[config.mk]
export PLATFORM = sky130hd
export DESIGN_NAME = leaf_egress
export DESIGN_NICKNAME = d
export VERILOG_FILES = /design/src/common/kd_tree_pkg.sv /design/src/logic/leaf_egress.sv
export VERILOG_INCLUDE_DIRS = /design/src /design/src/common
export SDC_FILE = /design/constraint.sdc
export NUM_CORES = 1
export LEC_CHECK = 0
export CAP_MARGIN = 40
export CORE_MARGIN = 2
export CORE_UTILIZATION = 65
export DETAILED_ROUTE_END_ITERATION = 8
export DONT_BUFFER_PORTS = 1
export GPL_ROUTABILITY_DRIVEN = 0
export PLACE_DENSITY = 0.89
export RECOVER_POWER = 50
export SLEW_MARGIN = 20
export SYNTH_ARGS = -nofsm -noshare
export SYNTH_HDL_FRONTEND = slang
export SYNTH_SLANG_ARGS = --single-unit
[constraint.sdc]
create_clock -name clk -period 5.1 [get_ports clk]
set_clock_uncertainty 0.2 [all_clocks]
set_input_delay 0.51 -clock clk [delete_from_list [all_inputs] [get_ports clk]]
set_output_delay 0.51 -clock clk [all_outputs]
set_load 0.01 [all_outputs]
[src/common/kd_tree_params.svh]
//================================================
// Tree geometry, component width and queue depths
//================================================
`ifndef KD_TREE_PARAMS_SVH
`define KD_TREE_PARAMS_SVH

// Tree shape
`define KD_TREE_DEPTH  6     // Levels, also the pipeline latency
`define KD_DIMS        5     // Components per patch
`define KD_COMP_WIDTH  11    // Bits per component
`define KD_NODE_COUNT  63    // 2**depth - 1 internal nodes

// Queue depths
`define KD_IN_DEPTH    4     // Also the sender's credits after reset
`define KD_OUT_DEPTH   4

`endif

[src/common/kd_tree_pkg.sv]
//================================================
// Vector types and packed structs for patches,
// node entries, config requests and leaf results
//================================================
`default_nettype none

`include "kd_tree_params.svh"

package kd_tree_pkg;

    typedef logic [`KD_COMP_WIDTH-1:0] comp_t;       // One patch component
    typedef logic [`KD_COMP_WIDTH-1:0] split_dim_t;  // Legal only below KD_DIMS
    typedef logic [`KD_TREE_DEPTH-1:0] node_addr_t;  // Heap order, root is 0
    typedef logic [`KD_TREE_DEPTH-1:0] leaf_idx_t;   // MSB is the root decision

    // Component 0 sits in the low bits
    typedef comp_t [`KD_DIMS-1:0] patch_t;

    typedef struct packed {
        split_dim_t split_dim;
        comp_t      median;
    } node_entry_t;

    typedef struct packed {
        logic        en;
        logic        we;    // 1 write, 0 read
        node_addr_t  addr;
        node_entry_t wdata;
    } cfg_req_t;

    // Query stays attached to its leaf for the stages after the tree
    typedef struct packed {
        leaf_idx_t leaf;
        patch_t    patch;
    } leaf_t;

endpackage

`default_nettype wire

[src/logic/leaf_egress.sv]
//================================================
// Output queue with in-flight reservation and
// a downstream credit counter
//================================================
`default_nettype none
`timescale 1ns/1ns

`include "kd_tree_params.svh"

module leaf_egress (
    input  logic               clk,
    input  logic               rst_n,
    input  logic               issue_valid,
    output logic               issue_ready,
    input  logic               res_valid,
    input  kd_tree_pkg::leaf_t res,
    input  logic               leaf_credit,
    output logic               leaf_valid,
    output kd_tree_pkg::leaf_t leaf_out
);
    import kd_tree_pkg::*;

    localparam int PTR_W    = $clog2(`KD_OUT_DEPTH);
    localparam int CNT_W    = $clog2(`KD_OUT_DEPTH + 1);
    localparam int CREDIT_W = 8;

    leaf_t               q_mem [`KD_OUT_DEPTH];
    logic [PTR_W-1:0]    wr_ptr;
    logic [PTR_W-1:0]    rd_ptr;
    logic [CNT_W-1:0]    q_count;
    logic [CNT_W-1:0]    resv_count;   // In flight plus queued
    logic [CREDIT_W-1:0] credits;
    logic                pop;

    function automatic logic [PTR_W-1:0] ptr_inc(input logic [PTR_W-1:0] p);
        return (p == PTR_W'(`KD_OUT_DEPTH - 1)) ? '0 : p + 1'b1;
    endfunction

    // A slot is held from issue until the leaf leaves
    assign issue_ready = (resv_count < CNT_W'(`KD_OUT_DEPTH));

    assign pop        = (q_count != '0) && (credits != '0);
    assign leaf_valid = pop;
    assign leaf_out   = q_mem[rd_ptr];

    always_ff @(posedge clk) begin
        if (!rst_n) begin
            wr_ptr     <= '0;
            rd_ptr     <= '0;
            q_count    <= '0;
            resv_count <= '0;
            credits    <= '0;
        end else begin
            if (res_valid) begin
                wr_ptr <= ptr_inc(wr_ptr);
            end
            if (pop) begin
                rd_ptr <= ptr_inc(rd_ptr);
            end
            q_count    <= q_count + CNT_W'(res_valid) - CNT_W'(pop);
            resv_count <= resv_count + CNT_W'(issue_valid) - CNT_W'(pop);

            // Grant and spend in the same cycle cancel out
            case ({leaf_credit, pop})
                2'b10:   credits <= credits + 1'b1;
                2'b01:   credits <= credits - 1'b1;
                default: credits <= credits;
            endcase
        end
    end

    always_ff @(posedge clk) begin
        if (res_valid) begin
            q_mem[wr_ptr] <= res;
        end
    end

    // Reservation at issue must cover every result the pipeline returns
    a_no_queue_overflow: assert property (@(posedge clk) disable iff (!rst_n)
        res_valid |-> (q_count < CNT_W'(`KD_OUT_DEPTH)));

endmodule

`default_nettype wire

## Yosys cells after proc, flatten, opt, wreduce, memory -nomap -nowiden

Memory sizes are Yosys's and may differ from the RTL's. A register that Yosys moved wholly into a read port is not among the register bits.
Index checks and enable logic that the tools add are counted.
W data, S select, Z words.

- Flip-flop bits (word level): 18
- RAM bits: 244
- Output and inout port bits: 63
- Logic and storage cells: 30
- Memories kept: 1

Memory list:

| name | depth | width | read ports | clocked after memory_dff | wr ports | line | source |
|---|---|---|---|---|---|---|---|
| q_mem | 4 | 61 | 1 | 1 | 1 | leaf_egress.sv:27 | `` leaf_t q_mem [`KD_OUT_DEPTH]; `` |

- $add $sub $neg: 8
- Magnitude comparators: 1
- Equal/unequal tests: 4
- Muxes and demuxes: 7
- Reduce and logical (&&, ||, !) cells: 4

Operators by type and width:

| cell | count |
|---|---|
| $pmux W8 S2 | 1 |
| $add A8 B1 Y8 const B | 1 |
| $mux W2 | 4 |
| $reduce_bool A8 Y1 | 1 |
| $sub A8 B1 Y8 const B | 1 |
| $add A3 B1 Y3 | 2 |
| $eq A2 B2 Y1 const B | 3 |
| $sub A3 B1 Y3 | 2 |
| $add A2 B1 Y2 const B | 2 |
| $lt A3 B3 Y1 const B | 1 |
| $reduce_bool A3 Y1 | 1 |
| $eq A2 B1 Y1 const B | 1 |
| $mux W1 | 2 |
| $reduce_bool A2 Y1 | 1 |
| $logic_and A1 B1 Y1 | 1 |

## Logic depth before layout (Yosys ltp)

Gate-level depths: netlist of the first run.

- Word-level depth: 4
- Mapped depth: 14

## Worst setup path after synthesis of the first run

Ideal clock, no wire load.

- Path kind: reg2reg
- Start point: register credits[3]
- End point: register credits[4]
- Library setup time: 0.070 ns
- Arrival: 3.114 ns
- Setup slack: 1.716 ns
- Stages on the path, launching flop included: 15
- Path buffers: 3
- Cells stage by stage: dfxtp_1 buf_6 nor2_1 a31oi_1 ha_1 buf_2 buf_2 xor2_1 ha_1 o22a_1 o21a_1 nand2_1 xor2_1 or3_1 a21oi_1

- Longest elaborated chain between the ends: 4

RTL lines:

| item | line | source |
|---|---|---|
| start, declared | leaf_egress.sv:32 | `logic [CREDIT_W-1:0] credits;` |
| start signal, assigned | leaf_egress.sv:65 | `2'b10: credits <= credits + 1'b1;` |
| start signal, assigned | leaf_egress.sv:66 | `2'b01: credits <= credits - 1'b1;` |
| start signal, assigned | leaf_egress.sv:67 | `default: credits <= credits;` |
| $reduce_bool A8 Y1 * | leaf_egress.sv:42 | `assign pop = (q_count != '0) && (credits != '0);` |
| $logic_and A1 B1 Y1 * | leaf_egress.sv:42 |  |
| named net leaf_valid | leaf_egress.sv:18 | `output logic leaf_valid,` |
| $eq A2 B1 Y1 / $eq A2 B2 Y1 (equally long branches) | leaf_egress.sv:64 | `case ({leaf_credit, pop})` |
| $pmux W8 S2 / $reduce_bool A2 Y1 (equally long branches) | -- |  |

The timed path passes the listed nets; every way through them passes the cells marked *.
A chain may end at the register's enable or synchronous reset.

## Worst setup path in the final report of the first run

- Start point: register credits[3]
- End point: register credits[7]

Same word-level chain as after synthesis.

==> results of run 1 <==
-- per-layer routing --
| layer | wire [um] | share of wire |
|---|---|---|
| met3 | 1493 | 0.074 |
| met2 | 10780 | 0.54 |
| met4 | 284 | 0.014 |
| met5 | 0 | 0 |
| met1 | 7497 | 0.37 |
-- area by class of cell --
type	count	area (um2)	area share
Clock buffer	29	640.6	0.05422
Clock inverter	17	138.9	0.01175
Inverter	16	60.06	0.005083
Multi-Input combinational cell	172	2187	0.1851
Sequential cell	264	7732	0.6545
Tap cell	188	235.2	0.01991
Timing Repair Buffer	74	820.8	0.06947
-- metrics by stage --
step / cell area (um2) / setup WS (ns)
after floorplan: 10100 / 1.716
after global routing: 11820 / 1.345
final: 11820 / 1.562
after detailed placement: 10390 / 1.515
after CTS: 11800 / 1.388
after global placement: 10250 / 1.801
-- registers in the layout, summed over array words and instances, names as in the netlist, named ones only --
name and count:
q_count 3, wr_ptr 2, resv_count 3, rd_ptr 2, credits 8, q_mem 244
-- kinds of logic after synthesis --
family,after synthesis,synth area share
xor+xnor,12,0.01041
buf+inv,40,0.01797
compound gates,35,0.02218
mux,67,0.1421
fa+ha+maj,14,0.01884
simple gates,44,0.02305
flops,264,0.7654
-- where the power goes --
| group | switching (mW) | internal [mW] |
|---|---|---|
| sequential | 0.124 | 2.52 |
| combinational | 0.751 | 0.632 |
| clock | 0.752 | 1.00 |
| total | 1.63 | 4.15 |
-- final timing paths --
path	startpoint	end	slack, ns	cells past startpoint
worst max register to register	credits[3]$_SDFFE_PN0P_	credits[7]$_SDFFE_PN0P_	1.56	11
worst max-delay path	credits[3]$_SDFFE_PN0P_	credits[7]$_SDFFE_PN0P_	1.56	11
worst min-delay path	res_valid	q_count[0]$_SDFF_PN0_	0.03	2
worst min register to register	credits[7]$_SDFFE_PN0P_	credits[7]$_SDFFE_PN0P_	0.29	2
-- critical path, cell delays in order (launching register included) --
cell	delay [ns]
dfxtp_1	0.61
nor2_1	0.13
a31oi_1	0.21
buf_4	0.21
ha_1	0.30
buf_8	0.20
nor4b_1	0.40
o21ai_1	0.22
a21oi_1	0.18
mux2_2	0.35
or3_1	0.31
a21oi_1	0.14
-- layout by cell type, fill, tap and decap left out, types with 8 or more instances in the layout --
master	count
a21oi_1	9
clkbuf_16	25
dfxtp_1	18
dlygate4sd3_1	64
edfxtp_1	244
ha_1	12
inv_1	16
mux4_2	61
nor2_1	13
o21ai_0	8
-- repair_timing --
item,4_1_cts,5_1_grt
endpoints found under the hold margin,249,1
hold buffers,63,1
buffers inserted,0,0
gates resized for setup,0,0
==> results.py, run 1 <==
metrics = {
    "yosys": {
        "synthTopCellsByCount": "edfxtp_1, mux4_2, dfxtp_1",
        "synth_area_leaders": "edfxtp_1, mux4_2, dfxtp_1",
        "synth_nets": 556,
        "yosys.area.top_type": "edfxtp_1",
        "syn-cell-area_mm2": 0.01010,
        "avgSynthCellArea_um2": 21.21,
        "synthArstFlopShare": 0,
        "synth-edff-count": 244,
        "ys.warnings.count": 0,
        "ys_ff_latch": 264,
        "synth_top_area_frac": 0.7257,
        "syn_inst": 476,
        "yosysSeqAreaShare": 0.7654,
        "synthFlopType": "edfxtp_1",
        "synth_most_common_cell": "edfxtp_1",
        "synth_cell_type_count": 39,
    },
    "floorplan": {
        "rows": 45,
        "die-area_mm2": 0.01655,
        "initial_core_util": 0.6641,
        "die_h_um": 128.6,
        "die_x_um": 128.6,
        "pin_count": 129,
        "core_mm2": 0.01520,
    },
    "placed_design": {
        "dp.cells": 649,
        "numPortBuffers": 0,
        "dpl.hpwl_um": 10840,
    },
    "status": {
        "status": "complete, but fails checks",
        "violations": "capacitance limit, slew limit",
    },
    "setup_path": {
        "critPathKind": "register to register",
        "cp_max_fo": 20,
        "crit_path_end_kind": "register",
        "worstPathRequired_ns": 5.33,
        "critical_path_arrival_ns": 3.77,
        "start_kind": "register",
    },
    "global_route": {
        "grt_max_degree": 46,
        "grt_pass1_vias": 4944,
        "grt_use_met3": 0.04865,
        "grt_busiest_layer": "met2",
        "use_met1": 0.3323,
        "grt_util_all_layers": 0.2474,
        "grt_remaining_overflow": 0,
        "grt.met2_usage": 0.4318,
        "antenna_found_initial": 0,
        "grt_pass1_wl_um": 30390,
    },
    "final_layout": {
        "antennaDiodeCount": 0,
        "final_nets": 633,
        "num-fill-cells": 754,
        "instances_no_fill": 760,
        "final_util": 0.7772,
        "drive_gt1_frac": 0.1941,
        "area_growth_pct": 17.03,
    },
    "clock_tree": {
        "clkTransAtPathRegs_ns": 0.06,
        "h-tree-depth": 1,
        "clk_latency_ns": 0.50,
        "cts_root_buf": "clkbuf_16",
        "cts_buffer_depth": 3,
        "cts_buffers": 25,
        "cts_tree": "built",
        "cts_num_sinks": 264,
    },
    "detailed_routing": {
        "vias": 4832,
        "firstDrtPassIters": 4,
        "drt_iter0_markers": 372,
        "wl_per_cell_um": 26.38,
        "ant_nets": 0,
        "drt-total-wl_um": 20050,
        "drc_errors": 0,
        "via_per_inst": 6.358,
    },
    "sta": {
        "finalCriticalPeriod_ns": 3.538,
        "hold_viol": 0,
        "max_freq_mhz": 282.7,
        "hold_slack_ns": 0.03268,
        "setup_viol": 0,
        "rsz0062_at_grt": "false",
        "max_slew_margin": -0.3036,
        "fin_crit_sh": 0.6937,
        "drv_slew": 50,
        "timing.setup.tns_ns": 0,
        "worst_pin_slew_ns": 1.954,
    },
    "pwr": {
        "ir_drop_uv": 506.0,
        "power_density_mw_per_mm2": 489.1,
        "leakagePower_nw": 3.840,
        "power_mw": 5.779,
    },
    "run": {
        "max-cap-violations": 2,
    },
    "min_path": {
        "min_path_type": "primary input to register",
    },
}
Note: power is estimated with default switching activity, not from simulation.
==> inputs of run 2 (changes only) <==
--- a/config.mk
+++ b/config.mk
@@ -8,11 +8,11 @@
 export LEC_CHECK = 0
 export CAP_MARGIN = 40
 export CORE_MARGIN = 2
-export CORE_UTILIZATION = 65
+export CORE_UTILIZATION = 63
 export DETAILED_ROUTE_END_ITERATION = 8
 export DONT_BUFFER_PORTS = 1
 export GPL_ROUTABILITY_DRIVEN = 0
-export PLACE_DENSITY = 0.89
+export PLACE_DENSITY = 0.87
 export RECOVER_POWER = 50
 export SLEW_MARGIN = 20
 export SYNTH_ARGS = -nofsm -noshare
==> constraint.sdc (replaced) <==
create_clock -name clk -period 3.5 [get_ports clk]
set_clock_uncertainty 0.2 [all_clocks]
set_input_delay 0.35 -clock clk [delete_from_list [all_inputs] [get_ports clk]]
set_output_delay 0.35 -clock clk [all_outputs]
set_load 0.01 [all_outputs]
==> run 2 against run 1 <==
The run still ends with capacitance limit, slew limit left. Critical path depth unchanged. First-iteration DRC count decreased by 19%. Non-clock buffer count unchanged. Die area increased by 3.1%. Sequential share of layout area decreased by 0.21 points. Final cell count increased by 3.9%. Register-to-register slack got worse by 1.3 ns. Flip-flop and latch count unchanged. Hold slack got worse by 0.0066 ns. Clock-buffer cell count increased by 10. Routed wire length decreased by 5.6%. Setup slack got worse by 1.3 ns.
==> results.py, run 2 (synthesis results as in run 1) <==
metrics = {
    "setup_path": {
        "critPathKind": "register to register",
        "critical_path_arrival_ns": 3.45,
        "reg2reg_from": "credits[1]$_SDFFE_PN0P_",
        "start_kind": "register",
        "reg2reg_depth": 11,
        "r2r_setup_slack_ns": 0.29,
        "worstPathRequired_ns": 3.74,
        "crit_start": "credits[1]$_SDFFE_PN0P_",
        "crit_path_end_kind": "register",
        "cp_max_fo": 12,
        "crit_path_end": "credits[4]$_SDFFE_PN0P_",
        "r2r_end": "credits[4]$_SDFFE_PN0P_",
    },
    "detailed_routing": {
        "ant_nets": 0,
        "via_per_inst": 6.063,
        "drt-total-wl_um": 18930,
        "drt_iter0_markers": 300,
        "vias": 4790,
        "firstDrtPassIters": 5,
        "wl_per_cell_um": 23.97,
        "drc_errors": 0,
    },
    "final_layout": {
        "drive_gt1_frac": 0.1902,
        "multi_input_area_mm2": 0.002190,
        "layout_common_cells": "edfxtp_1, dlygate4sd3_1, mux4_2",
        "final-seq-area_mm2": 0.007732,
        "num-fill-cells": 874,
        "final_nets": 634,
        "top_register": "q_mem",
        "largest_register_ffs": 244,
        "final_util": 0.7517,
        "final_common_cell": "edfxtp_1",
        "finish.instance_area_mm2": 0.01185,
        "area_growth_pct": 17.41,
        "reg.largest.list": "q_mem (244), credits (8)",
    },
    "global_route": {
        "grt_util_all_layers": 0.2224,
        "grt_pass1_wl_um": 28230,
        "grt_max_degree": 44,
        "grt_remaining_overflow": 0,
        "antenna_found_initial": 1,
        "grt_pass1_vias": 5028,
    },
    "floorplan": {
        "rows": 46,
        "pin_count": 129,
        "core_mm2": 0.01577,
        "die_x_um": 130.6,
        "initial_core_util": 0.6402,
        "die-area_mm2": 0.01705,
        "die_h_um": 130.6,
    },
    "pwr": {
        "ir_drop_uv": 792.9,
        "leakagePower_nw": 3.844,
        "power_density_mw_per_mm2": 711.9,
    },
    "placed_design": {
        "dpl_cell_area_mm2": 0.01041,
        "numPortBuffers": 0,
        "pre_cts_ws_ns": 0.3544,
        "dpl.hpwl_um": 11240,
    },
    "clock_tree": {
        "clkTransAtPathRegs_ns": 0.06,
        "clk_latency_ns": 0.51,
        "post_cts_buffers": 0,
        "cts_tree": "built",
        "cts_root_buf": "clkbuf_16",
        "cts-resized-gates": 0,
        "cts_buffer_depth": 3,
        "cts_num_sinks": 264,
        "cts_buffers": 26,
        "h-tree-depth": 1,
    },
    "sta": {
        "rsz0062_at_grt": "false",
        "timing.setup.tns_ns": 0,
        "hold_viol": 0,
        "max_freq_mhz": 311.7,
        "fin_crit_sh": 0.9167,
        "drv_slew": 62,
        "setup_ws_ns": 0.2915,
        "max_slew_margin": -0.3443,
        "setup_viol": 0,
        "finalCriticalPeriod_ns": 3.209,
        "worst_pin_slew_ns": 2.015,
    },
    "status": {
        "status": "complete, but fails checks",
        "violations": "capacitance limit, slew limit",
    },
    "min_path": {
        "min_path_type": "primary input to register",
    },
    "run": {
        "max-cap-violations": 3,
    },
}
==> run 2: changes by cell type in the layout (fill, tap and decap cells not counted), moves of 2 or more <==
cell       change
clkinv_2       -4
clkbuf_8       +2
clkinv_1       -2
buf_4          +2
clkbuf_1       +6
clkbuf_16      +2
==> run 2: through the flow <==
stage | std cells | power, mW | hold slack (ns)
2_1_floorplan | 476 | 5.381 | 0.2489
6_report | 790 | 8.438 | 0.02610
4_1_cts | 789 | 8.494 | 0.008274
5_1_grt | 790 | 8.772 | 0.04452
3_5_place_dp | 678 | 5.806 | 0.2490
3_3_place_gp | 674 | 5.673 | 0.2490
==> run 2: cell type report <==
cell class,instances,area share
Timing Repair Buffer,74,0.06692
Antenna cell,1,0.0002111
Sequential cell,264,0.6523
Multi-Input combinational cell,172,0.1847
Clock buffer,39,0.06249
Clock inverter,8,0.005489
Inverter,16,0.005066
Tap cell,216,0.02280
==> run 2: power breakdown <==
part	leakage, nW	switching (mW)	internal (mW)
clock network	0.384	1.06	1.53
logic	1.05	1.07	0.910
registers	2.41	0.198	3.67
==> run 2: critical path: stages (launching register included) <==
cell,delay (ns)
dfxtp_1,0.55
nor3_1,0.14
a31oi_1,0.24
ha_1,0.50
xor2_1,0.22
ha_1,0.23
o22a_1,0.17
o21a_1,0.18
nand2_1,0.09
xor2_1,0.16
or3_1,0.32
a21oi_1,0.14
==> run 2: layer usage <==
metal | vias up | global-route usage | part of all wire
met5 | - | 0 | 0
met4 | 0 | 0.06195 | 0.017
met3 | 26 | 0.05537 | 0.077
met2 | 181 | 0.3869 | 0.52
met1 | 2492 | 0.2833 | 0.38
li1 | 2091 | - | -
==> run 2: timing repair <==
action,4_1_cts,5_1_grt
setup endpoints to repair,0,0
hold buffers,64,0
endpoints found under the hold margin,250,0
==> run 2: worst min path at each step <==
stage	from	endpoint	slack [ns]	depth (start not counted)
after floorplan	res[0]	q_mem[0][0]$_DFFE_PP_	0.25	0
after global placement	res[60]	q_mem[2][60]$_DFFE_PP_	0.25	0
after detailed placement	res[10]	q_mem[1][10]$_DFFE_PP_	0.25	0
after CTS	rst_n	wr_ptr[1]$_SDFFE_PN0P_	0.008	2
after global routing	rst_n	credits[6]$_SDFFE_PN0P_	0.04	2
final	rst_n	wr_ptr[1]$_SDFFE_PN0P_	0.03	2
==> inputs of run 3 (changes only) <==
--- a/config.mk
+++ b/config.mk
@@ -7,12 +7,14 @@
 export NUM_CORES = 1
 export LEC_CHECK = 0
 export CAP_MARGIN = 40
+export CELL_PAD_IN_SITES_DETAIL_PLACEMENT = 0
+export CELL_PAD_IN_SITES_GLOBAL_PLACEMENT = 1
 export CORE_MARGIN = 2
-export CORE_UTILIZATION = 63
+export CORE_UTILIZATION = 54
 export DETAILED_ROUTE_END_ITERATION = 8
 export DONT_BUFFER_PORTS = 1
 export GPL_ROUTABILITY_DRIVEN = 0
-export PLACE_DENSITY = 0.87
+export PLACE_DENSITY = 0.86
 export RECOVER_POWER = 50
 export SLEW_MARGIN = 20
 export SYNTH_ARGS = -nofsm -noshare
==> run 3 against run 2 <==
The run still ends with capacitance limit, slew limit left. Clock-buffer cell count decreased by 3. Final cell count up 1.9%. Combinational power is 3% lower.
==> results.py, run 3 (synthesis results as in run 1) <==
metrics = {
    "status": {
        "status": "complete, but fails checks",
        "violations": "capacitance limit, slew limit",
    },
    "floorplan": {
        "core_mm2": 0.01852,
        "initial_core_util": 0.5452,
        "die_x_um": 140.7,
        "pin_count": 129,
        "rows": 50,
        "die-area_mm2": 0.01981,
        "die_h_um": 140.7,
    },
    "final_layout": {
        "largest_register_ffs": 244,
        "drive_gt1_frac": 0.1874,
        "final_common_cell": "edfxtp_1",
        "final_util": 0.6386,
        "area_growth_pct": 17.14,
        "reg.largest.list": "q_mem (244), credits (8)",
        "antennaDiodeCount": 0,
        "final_nets": 633,
        "layout_common_cells": "edfxtp_1, dlygate4sd3_1, mux4_2",
        "num-fill-cells": 1248,
        "top_register": "q_mem",
    },
    "clock_tree": {
        "cts_buffer_depth": 3,
        "cts_num_sinks": 264,
        "cts_tree": "built",
        "cts_buffers": 26,
        "cts_root_buf": "clkbuf_16",
        "h-tree-depth": 1,
        "post_cts_buffers": 0,
        "clkTransAtPathRegs_ns": 0.06,
        "clk_latency_ns": 0.51,
    },
    "pwr": {
        "leakagePower_nw": 3.819,
        "power_mw": 8.245,
        "power_density_mw_per_mm2": 697.1,
        "ir_drop_uv": 550.5,
    },
    "run": {
        "max-cap-violations": 2,
    },
    "setup_path": {
        "critPathKind": "register to register",
        "worstPathRequired_ns": 3.74,
        "cp_max_fo": 16,
        "crit_path_end_kind": "register",
        "r2r_end": "credits[7]$_SDFFE_PN0P_",
        "start_kind": "register",
        "reg2reg_from": "credits[3]$_SDFFE_PN0P_",
        "reg2reg_depth": 9,
        "critical_path_arrival_ns": 3.43,
        "r2r_setup_slack_ns": 0.31,
    },
    "detailed_routing": {
        "via_per_inst": 5.853,
        "drt_iter0_markers": 370,
        "firstDrtPassIters": 5,
        "vias": 4712,
        "ant_nets": 0,
        "drt-total-wl_um": 17850,
        "wl_per_cell_um": 22.17,
        "drc_errors": 0,
    },
    "sta": {
        "hold_slack_ns": 0.03663,
        "drv_slew": 46,
        "rsz0062_at_grt": "false",
        "setup_viol": 0,
        "fin_crit_sh": 0.9111,
        "hold_viol": 0,
        "max_freq_mhz": 313.6,
        "worst_pin_slew_ns": 1.909,
        "max_slew_margin": -0.2733,
        "timing.setup.tns_ns": 0,
        "finalCriticalPeriod_ns": 3.189,
    },
    "min_path": {
        "hold-path-endpoint": "credits[1]$_SDFFE_PN0P_",
        "min_path_type": "primary input to register",
        "hold_depth": 2,
        "hold_path.startpoint": "rst_n",
    },
    "global_route": {
        "grt_remaining_overflow": 0,
        "grt_pass1_vias": 5007,
        "grt_util_all_layers": 0.1813,
        "grt_max_degree": 42,
        "antenna_found_initial": 0,
        "grt_pass1_wl_um": 27700,
    },
    "placed_design": {
        "dpl.hpwl_um": 10320,
        "numPortBuffers": 0,
    },
}
## run 3: area by class of cell
type                            count  area [um2]  area share
Clock inverter                     10       57.56    0.004867
Clock buffer                       36       688.2     0.05819
Sequential cell                   264        7735      0.6540
Inverter                           16       60.06    0.005078
Tap cell                          234       292.8     0.02476
Multi-Input combinational cell    172        2195      0.1856
Timing Repair Buffer               73       798.3     0.06750
## run 3: worst max path at each step
stage | startpoint | to | slack [ns] | cells past startpoint
finish | credits[3]$_SDFFE_PN0P_ | credits[7]$_SDFFE_PN0P_ | 0.31 | 9
global route | credits[3]$_SDFFE_PN0P_ | credits[7]$_SDFFE_PN0P_ | 0.13 | 9
CTS | credits[3]$_SDFFE_PN0P_ | credits[7]$_SDFFE_PN0P_ | 0.24 | 9
detailed placement | credits[3]$_SDFFE_PN0P_ | credits[7]$_SDFFE_PN0P_ | 0.24 | 9
global placement | credits[3]$_SDFFE_PN0P_ | credits[7]$_SDFFE_PN0P_ | 0.48 | 9
floorplan | credits[3]$_SDFFE_PN0P_ | credits[4]$_SDFFE_PN0P_ | 0.12 | 14
## run 3: per-layer routing
metal  track usage  routed length, um  vias up
met1        0.2355               7144     2452
met2        0.3209               9374      147
met5             0                  0        -
met4       0.04105                317        0
met3       0.03567               1008       25
li1              -                  -     2088
## run 3: what timing repair did
item,in CTS,in global routing
setup endpoints to repair,0,1
gates resized for setup,0,1
endpoints found under the hold margin,250,0
hold buffers,64,0
## run 3: stage by stage
step	setup slack (ns)	instances	cell area [um2]
CTS	0.2433	805	11830
floorplan	0.1163	476	10100
detailed placement	0.2424	695	10440
finish	0.3112	805	11830
global route	0.1318	805	11830
global placement	0.4771	690	10330
## run 3: critical path, stage by stage, from the launching register on
cell and delay (ns):
dfxtp_1 0.57, nor2_1 0.12, a31oi_1 0.27, ha_2 0.42, nor4b_1 0.33, o21ai_1 0.19
a21oi_1 0.20, mux2_2 0.36, or3_1 0.32, a21oi_1 0.14
## run 3: report_power, final
part	switching, mW	leakage [nW]	internal, mW
sequential	0.214	2.41	3.67
clock	1.06	0.361	1.37
combinational	1.02	1.05	0.909
total	2.30	3.82	5.95
